**src/design/hdmi_display_pkg.sv**
```systemverilog
package hdmi_display_pkg;

    // coordinate widths of the 720p raster.
    localparam int X_BITS = 11;
    localparam int Y_BITS = 10;

    typedef logic [X_BITS-1:0] coord_x_t;  // active-area column.
    typedef logic [Y_BITS-1:0] coord_y_t;  // active-area row.
    typedef logic [7:0]        color8_t;
    typedef logic [15:0]       pix565_t;   // {b[4:0], g[5:0], r[4:0]}.

    // widened colour, one byte per component.
    typedef struct packed {
        color8_t r;
        color8_t g;
        color8_t b;
    } rgb888_t;

    // raster timing for one pixel position.
    // x and y read zero outside the active area.
    typedef struct packed {
        logic     hsync;
        logic     vsync;
        logic     de;
        logic     line_start;  // first active pixel of a line.
        coord_x_t x;
        coord_y_t y;
    } raster_t;

    // one output word for the TMDS encoder.
    typedef struct packed {
        raster_t raster;
        rgb888_t rgb;
    } disp_pack_t;

    typedef enum logic {
        WAIT_VSYNC,  // hold until the camera frame starts.
        RUN
    } timer_state_t;

endpackage : hdmi_display_pkg

```
**src/design/raster_timing_gen.sv**
```systemverilog
`timescale 1ns/1ps

module raster_timing_gen #(
    parameter int H_ACT  = 1280,
    parameter int H_FP   = 322,
    parameter int H_SYNC = 12,
    parameter int H_BP   = 278,
    parameter int V_ACT  = 720,
    parameter int V_FP   = 7,
    parameter int V_SYNC = 2,
    parameter int V_BP   = 11
) (
    input  logic                        clk,
    input  logic                        rstn,
    input  logic                        i_vsync,
    output hdmi_display_pkg::raster_t   o_raster
);

    import hdmi_display_pkg::*;

    localparam int H_TOTAL = H_ACT + H_FP + H_SYNC + H_BP;
    localparam int V_TOTAL = V_ACT + V_FP + V_SYNC + V_BP;
    localparam int H_W     = $clog2(H_TOTAL);
    localparam int V_W     = $clog2(V_TOTAL);

    // region boundaries in counter units.
    localparam logic [H_W-1:0] H_SYNC_BEG = H_W'(H_ACT + H_FP);
    localparam logic [H_W-1:0] H_SYNC_END = H_W'(H_ACT + H_FP + H_SYNC);
    localparam logic [H_W-1:0] H_LAST     = H_W'(H_TOTAL - 1);
    localparam logic [V_W-1:0] V_SYNC_BEG = V_W'(V_ACT + V_FP);
    localparam logic [V_W-1:0] V_SYNC_END = V_W'(V_ACT + V_FP + V_SYNC);
    localparam logic [V_W-1:0] V_LAST     = V_W'(V_TOTAL - 1);

    timer_state_t   state;
    logic           vsync_d;
    logic           vsync_rise;
    logic [H_W-1:0] h_cnt;
    logic [V_W-1:0] v_cnt;
    logic           h_act;
    logic           v_act;
    raster_t        raster_nxt;

    assign vsync_rise = i_vsync && !vsync_d;

    // arm once on the first camera frame and free-run after.
    always_ff @(posedge clk or negedge rstn) begin
        if (!rstn) begin
            vsync_d <= 1'b0;
            state   <= WAIT_VSYNC;
            h_cnt   <= '0;
            v_cnt   <= '0;
        end else begin
            vsync_d <= i_vsync;
            case (state)
                WAIT_VSYNC: begin
                    if (vsync_rise) begin
                        state <= RUN;
                        h_cnt <= '0;
                        v_cnt <= '0;
                    end
                end
                RUN: begin
                    // later vsync edges are not looked at.
                    if (h_cnt == H_LAST) begin
                        h_cnt <= '0;
                        if (v_cnt == V_LAST) begin
                            v_cnt <= '0;
                        end else begin
                            v_cnt <= v_cnt + 1'b1;
                        end
                    end else begin
                        h_cnt <= h_cnt + 1'b1;
                    end
                end
                default: state <= WAIT_VSYNC;
            endcase
        end
    end

    assign h_act = (h_cnt < H_W'(H_ACT));
    assign v_act = (v_cnt < V_W'(V_ACT));

    always_comb begin
        raster_nxt = '0;
        if (state == RUN) begin
            raster_nxt.hsync = (h_cnt >= H_SYNC_BEG) && (h_cnt < H_SYNC_END);
            raster_nxt.vsync = (v_cnt >= V_SYNC_BEG) && (v_cnt < V_SYNC_END);  // whole lines.
            raster_nxt.de    = h_act && v_act;
            if (h_act && v_act) begin
                raster_nxt.line_start = (h_cnt == '0);
                raster_nxt.x          = coord_x_t'(h_cnt);
                raster_nxt.y          = coord_y_t'(v_cnt);
            end
        end
    end

    always_ff @(posedge clk or negedge rstn) begin
        if (!rstn) begin
            o_raster <= '0;
        end else begin
            o_raster <= raster_nxt;
        end
    end

    // sync lies in the blanking interval and never inside the picture.
    a_hsync_not_de: assert property (
        @(posedge clk) disable iff (!rstn)
        !(o_raster.hsync && o_raster.de)
    ) else $error("hsync overlaps de");

    a_x_in_range: assert property (
        @(posedge clk) disable iff (!rstn)
        o_raster.de |-> (o_raster.x < H_ACT)
    ) else $error("x out of active range");

    a_line_start_de: assert property (
        @(posedge clk) disable iff (!rstn)
        o_raster.line_start |-> o_raster.de
    ) else $error("line_start outside de");

endmodule : raster_timing_gen

```
**src/design/rgb565_expand.sv**
```systemverilog
`timescale 1ns/1ps

module rgb565_expand (
    input  logic                        clk,
    input  logic                        rstn,
    input  hdmi_display_pkg::pix565_t   i_data,
    output hdmi_display_pkg::rgb888_t   o_rgb
);

    import hdmi_display_pkg::*;

    pix565_t    pix_q;
    logic [4:0] r5;
    logic [5:0] g6;
    logic [4:0] b5;

    always_ff @(posedge clk or negedge rstn) begin
        if (!rstn) begin
            pix_q <= '0;
        end else begin
            pix_q <= i_data;  // no de gating.
        end
    end

    assign r5 = pix_q[4:0];
    assign g6 = pix_q[10:5];
    assign b5 = pix_q[15:11];

    // repeat the high bits so full scale maps to 255.
    assign o_rgb.r = {r5, r5[4:2]};
    assign o_rgb.g = {g6, g6[5:4]};
    assign o_rgb.b = {b5, b5[4:2]};

    a_red_full: assert property (
        @(posedge clk) disable iff (!rstn)
        (i_data[4:0] == 5'h1f) |=> (o_rgb.r == 8'hff)
    ) else $error("red full scale lost");

    a_green_full: assert property (
        @(posedge clk) disable iff (!rstn)
        (i_data[10:5] == 6'h3f) |=> (o_rgb.g == 8'hff)
    ) else $error("green full scale lost");

    a_blue_full: assert property (
        @(posedge clk) disable iff (!rstn)
        (i_data[15:11] == 5'h1f) |=> (o_rgb.b == 8'hff)
    ) else $error("blue full scale lost");

endmodule : rgb565_expand

```
**src/design/hdmi_pack.sv**
```systemverilog
`timescale 1ns/1ps

module hdmi_pack (
    input  logic                            clk,
    input  logic                            rstn,
    input  hdmi_display_pkg::raster_t       i_raster,
    input  hdmi_display_pkg::rgb888_t       i_rgb,
    output hdmi_display_pkg::disp_pack_t    o_pack
);

    import hdmi_display_pkg::*;

    disp_pack_t pack_nxt;

    // colour rides with the timing of the same cycle.
    always_comb begin
        pack_nxt        = '0;
        pack_nxt.raster = i_raster;
        pack_nxt.rgb    = i_rgb;
    end

    always_ff @(posedge clk or negedge rstn) begin
        if (!rstn) begin
            o_pack <= '0;  // encoder sees a blank word.
        end else begin
            o_pack <= pack_nxt;
        end
    end

    // rows are only numbered inside the picture.
    a_y_zero_blank: assert property (
        @(posedge clk) disable iff (!rstn)
        !o_pack.raster.de |-> (o_pack.raster.y == '0)
    ) else $error("y nonzero while de low");

endmodule : hdmi_pack

```
**src/design/hdmi_display.sv**
```systemverilog
`timescale 1ns/1ps

module hdmi_display #(
    parameter int H_ACT  = 1280,
    parameter int H_FP   = 322,
    parameter int H_SYNC = 12,
    parameter int H_BP   = 278,
    parameter int V_ACT  = 720,
    parameter int V_FP   = 7,
    parameter int V_SYNC = 2,
    parameter int V_BP   = 11
) (
    input  logic                            clk,
    input  logic                            rstn,
    input  logic                            i_vsync,
    input  logic                            i_href,  // reserved for line-locked mode.
    input  hdmi_display_pkg::pix565_t       i_data,
    output hdmi_display_pkg::disp_pack_t    o_pack
);

    import hdmi_display_pkg::*;

    raster_t raster;
    rgb888_t rgb;

    // active sizes must fit the coordinate fields.
    if (H_ACT > (1 << $bits(coord_x_t))) begin : g_bad_h_act
        $error("H_ACT does not fit coord_x_t");
    end
    if (V_ACT > (1 << $bits(coord_y_t))) begin : g_bad_v_act
        $error("V_ACT does not fit coord_y_t");
    end

    raster_timing_gen #(
        .H_ACT  (H_ACT ),
        .H_FP   (H_FP  ),
        .H_SYNC (H_SYNC),
        .H_BP   (H_BP  ),
        .V_ACT  (V_ACT ),
        .V_FP   (V_FP  ),
        .V_SYNC (V_SYNC),
        .V_BP   (V_BP  )
    ) u_timing (
        .clk      (clk    ),
        .rstn     (rstn   ),
        .i_vsync  (i_vsync),
        .o_raster (raster )
    );

    rgb565_expand u_expand (
        .clk    (clk   ),
        .rstn   (rstn  ),
        .i_data (i_data),
        .o_rgb  (rgb   )
    );

    hdmi_pack u_pack (
        .clk      (clk   ),
        .rstn     (rstn  ),
        .i_raster (raster),
        .i_rgb    (rgb   ),
        .o_pack   (o_pack)
    );

endmodule : hdmi_display

```
**config.mk**
```make
export PLATFORM = sky130hd
export DESIGN_NAME = hdmi_display
export DESIGN_NICKNAME = d
export VERILOG_FILES = /design/src/design/hdmi_display_pkg.sv /design/src/design/raster_timing_gen.sv /design/src/design/rgb565_expand.sv /design/src/design/hdmi_pack.sv /design/src/design/hdmi_display.sv
export SDC_FILE = /design/constraint.sdc
export NUM_CORES = 1
export LEC_CHECK = 0
export BUFFER_PORTS_ARGS = -buffer_cell sky130_fd_sc_hd__buf_4
export CORE_MARGIN = 1
export CORE_UTILIZATION = 59
export DETAILED_ROUTE_END_ITERATION = 12
export GPL_TIMING_DRIVEN = 1
export PLACE_DENSITY_LB_ADDON = 0.3
export SYNTH_ARGS = -nofsm -noshare
export SYNTH_HDL_FRONTEND = slang
export SYNTH_HIERARCHICAL = 1
export SYNTH_SLANG_ARGS = --single-unit
export TNS_END_PERCENT = 10
```
**constraint.sdc**
```tcl
create_clock -name clk -period 3.69 [get_ports clk]
set_clock_uncertainty 0.2 [all_clocks]
set_input_delay 0.5535 -clock clk [delete_from_list [all_inputs] [get_ports clk]]
set_output_delay 0.5535 -clock clk [all_outputs]
set_load 0.05 [all_outputs]
```
# Word-level counts from Yosys, hierarchy flattened
# Cells that the tools add are included.
# totals
register_bits	113
input_bits	20
word_cells	51
# op_classes
addsub	2
magnitude_cmp	6
eq_ne	4
mux	11
bitwise_logic	1
n_reduce_logical	7
# op_table
operator	n
$mux W10	3
$mux W25	1
$lt A11 B11 Y1 const B	2
$mux W11	2
$mux W22	1
$pmux W11 S2	1
$lt A10 B10 Y1 const B	2
$pmux W10 S2	1
$add A11 B1 Y11 const B	1
$eq A11 B11 Y1 const B	1
$ge A11 B11 Y1 const B	1
$logic_not A11 Y1	1
$add A10 B1 Y10 const B	1
$eq A10 B10 Y1 const B	1
$ge A10 B10 Y1 const B	1
$logic_and A1 B1 Y1	4
$mux W1	2
$ne A2 B1 Y1 const B	1
$ne A2 B2 Y1 const B	1
$reduce_and A2 Y1	1
$logic_not A1 Y1	1
$not A1 Y1	1

# Logic depth before layout (Yosys ltp)
# depth
ltp_word	4
depth_mapped	6
depth_no_buf	5

# Cells and area by module
# The synthesis kept the hierarchy.
# by_module_without_submodules
mod	instances	cells_per_inst	area_each_um2	seq_area_each_um2
raster_timing_gen	1	200	2183.3	1201.2
hdmi_pack	1	49	1226.2	1226.2
rgb565_expand	1	24	460.4	400.4

# Worst setup path before layout
# Ideal clock, no wire load.
# synth_path
path_type	flip-flop to flip-flop
start	reg u_timing.h_cnt[3]
end	reg u_timing.h_cnt[0]
t_arrival_ps	1512
t_required_ps	3365
path_slack_ps	1853
stages_incl_launch_ff	6
path_buffers	2
synth_period_minus_slack_ps	1837
cell_sequence	dfrtp_1 buf_6 or2_4 o31a_4 buf_6 mux2_4
# synth_between
elab_chain_len	3
# synth_rtl
item	line	text
start: declaration	raster_timing_gen.sv:37	logic [H_W-1:0] h_cnt;
start signal: assignment	raster_timing_gen.sv:72	h_cnt <= h_cnt + 1'b1;
$eq A11 B11 Y1	raster_timing_gen.sv:64	if (h_cnt == H_LAST) begin
$mux W11	raster_timing_gen.sv:64	
$pmux W11 S2	raster_timing_gen.sv:54	case (state)
# Every way passes these cells.
# A chain may end at the register's enable or synchronous reset.

==> qor.txt <==
Status: finished with violations
Failing checks: hold timing
Synthesized area per cell: 14.2 µm²
Final setup TNS: 0 ps
P per Cell Area: 802 nW/µm²
Cells after synthesis: 273
Gr ovfl total: 0
Asr flop ratio synth: 1.00
Fin crit share: 0.664
Vias per cell: 5.74
Worst r2r path cells: 4
H-tree depth: 4
Vias in the first global route: 2628
Yosys warns: 6
Seq pwr share: 0.426
Minimum clock period after layout: 2450 ps
First-pass GRT wire length: 14.9 mm
Final Hold Vio Count: 13
Effective utilization at floorplan: 0.609
Die width: 83.0 µm
Diode count: 0
Mapped Area: 3870 µm²
Finished Layout Cells: 449
Routed via count: 2577
Dpl cells: 400
WHS: -17.7 ps
Root Buffer: clkbuf_8
Clock sink count: 113
Sequential Area: 2830 µm²
Crit. End Element: register
Initial DRC count: 211
CTS tree: built
Post-synth cell types: 44
Element type at the critical path start: register
Cell Int Power: 2620 µW
Die area: 6890 µm²
Clock share of power: 0.347
Net count after synthesis: 297
Switching share of power: 0.353
Vert. Die Dim: 83.0 µm
Area delta synth->final: 30.2%
Switching power total: 1420 µW
Post_cts resized: 0
Initial antenna violation count: 0
Post-route ant nets: 0
Max Fclk: 0.408 GHz
Leakage power: 0.00244 µW
Worst rel slew slack: 0.381
Clock edge transition at the registers on the reported setup and hold paths: 60 ps
Layout cells sized above 1: 0.288
Site Rows: 29
Clk buf depth: 2
Filler Cell Count: 308
Sequential share of the synthesized area: 0.731
EDFF count, synth: 0
Final Max Tran Viols: 0
Gate power share: 0.226
Largest net degree at the start of global routing: 78
PortBufs: 67
Total CTS buffers: 17
Drt total wl: 9.20 mm
Transition time at the pin with the least slew margin: 928 ps
Number of synthesized register bits: 113
Hold WC Path Type: in -> async
CP Data Required Time: 3930 ps
Placed wire-length estimate: 4.39 mm
Synth Flop Type: dfrtp_1
Footprint of the multi-input gates: 880 µm²
Core occupancy in the finished layout: 0.793
Setup Viol. Count Final: 0
CP max FO: 17
TritonRoute pass-1 iters: 4
Core footprint: 6350 µm²
DRC violations left: 0
Latest clock arrival within the worst-skew pair: 510 ps
Routed len/inst: 20.5 µm
Max Cap Viol: 0
NumNets Final: 383
Crit path kind: reg -> reg
Arr. time, crit path: 2690 ps
GPL Wtd Cong: 0.786
Gr usage total: 0.296
I/O pin count: 69
Worst VDD drop: 563 µV
RSZ-0062 raised after global routing: false
[power by group through the flow]
stage	combinational, µW	sequential [µW]	clock (µW)
floorplan	341	1950	0
CTS	894	1700	1400
detailed placement	863	1710	0
global route	963	1750	1480
finish	914	1720	1400
global placement	842	1680	0
[cell usage in the layout, fill, tap and decap left out, types with 3 or more instances in the layout]
cell,instances
inv_1,8
a21oi_1,5
ha_1,4
nand3b_1,5
clkinv_2,7
dlygate4sd3_1,17
nor4_1,4
o31ai_1,3
and3_1,6
nand2_1,12
nand3_1,11
and2_1,15
a31oi_1,20
nor2_1,5
dfrtp_1,113
clkinv_4,4
buf_4,69
nor3_1,5
clkbuf_16,16
o21ai_0,7
a41oi_1,4
[cell families (layout without fill, tap and decap cells)]
logic type,after synthesis,after routing,share of synthesized area
XOR/XNOR,2,2,0.00453
AO/OA/AOI/OAI,44,44,0.0753
buffers and inverters,28,127,0.0420
multiplexers,2,2,0.00647
adder cells (fa/ha/maj),4,4,0.0129
AND/OR/NAND/NOR,80,80,0.128
flip-flops,113,113,0.731
[worst paths after layout]
check,startpoint,end,slack (ps)
max in group asynchronous,rstn,u_expand/pix_q[9],2450
hold reg to reg,u_timing/o_raster[1],u_pack/o_pack[25],150
hold / removal,rstn,u_pack/o_pack[21],-20
min in group clk,u_timing/o_raster[1],u_pack/o_pack[25],150
setup reg to reg,u_timing/h_cnt[9],u_timing/o_raster[21],1240
setup / recovery,u_timing/h_cnt[9],u_timing/o_raster[21],1240
[what timing repair did]
action | 4_1_cts | 5_1_grt
setup buffers | 0 | 0
endpoints found under the hold margin | 17 | 0
hold buffers | 17 | 0
[critical path, stage by stage (launching register included)]
cell and delay [ps]:
dfrtp_1 460, o21ai_0 340, nand3_1 260, nor2_1 800, and4b_1 320
[area by class of cell]
class | count | area share
Sequential cell | 113 | 0.561
Multi-Input combinational cell | 132 | 0.175
Timing Repair Buffer | 86 | 0.137
Clock buffer | 18 | 0.0830
Tap cell | 77 | 0.0191
Clock inverter | 14 | 0.0186
Inverter | 9 | 0.00671
[synth_stat cells (all sizes together) (2+ instances only)]
master,n,share of area
nor2,6,0.0078
ha,4,0.013
nand4bb,2,0.0058
inv,8,0.0078
o21ai,8,0.010
nand3,11,0.014
a31oi,20,0.032
and2,16,0.026
a21oi,5,0.0065
a22o,2,0.0049
and4b,2,0.0052
o31ai,3,0.0058
buf,14,0.028
nand3b,5,0.0097
nand4,2,0.0032
a41oi,4,0.0091
nand2,12,0.012
nor4b,2,0.0045
clkbuf,5,0.0052
dfrtp,113,0.73
nor3,5,0.0065
nor4,5,0.012
and3,6,0.0097
[per-stage QoR]
| stage | area [µm²] | worst slack (ps) | total power (µW) |
|---|---|---|---|
| 2_1_floorplan | 3870 | 1850 | 2290 |
| 3_3_place_gp | 4360 | 1470 | 2530 |
| 3_5_place_dp | 4360 | 1410 | 2570 |
| 4_1_cts | 5040 | 1300 | 4000 |
| 5_1_grt | 5040 | 1140 | 4190 |
| 6_report | 5040 | 1240 | 4040 |
[routing by layer]
metal  vias up  part of all wire  GRT usage  wire length [µm]
met5         -                 0          0                 0
met4         0             0.026      0.118               235
met3        21             0.075      0.108               694
met2       115              0.49      0.460              4530
met1      1309              0.41      0.383              3750
li1       1132                 -          -                 -
[registers in the layout (all words and copies together), names as in the netlist]
register,flops
u_timing/o_raster,25
u_expand/pix_q,16
u_timing/h_cnt,11
u_timing/v_cnt,10
u_timing/vsync_d,1
u_timing/state,1
u_pack/o_pack,49
No activity file was read; power rests on OpenSTA's default activity.
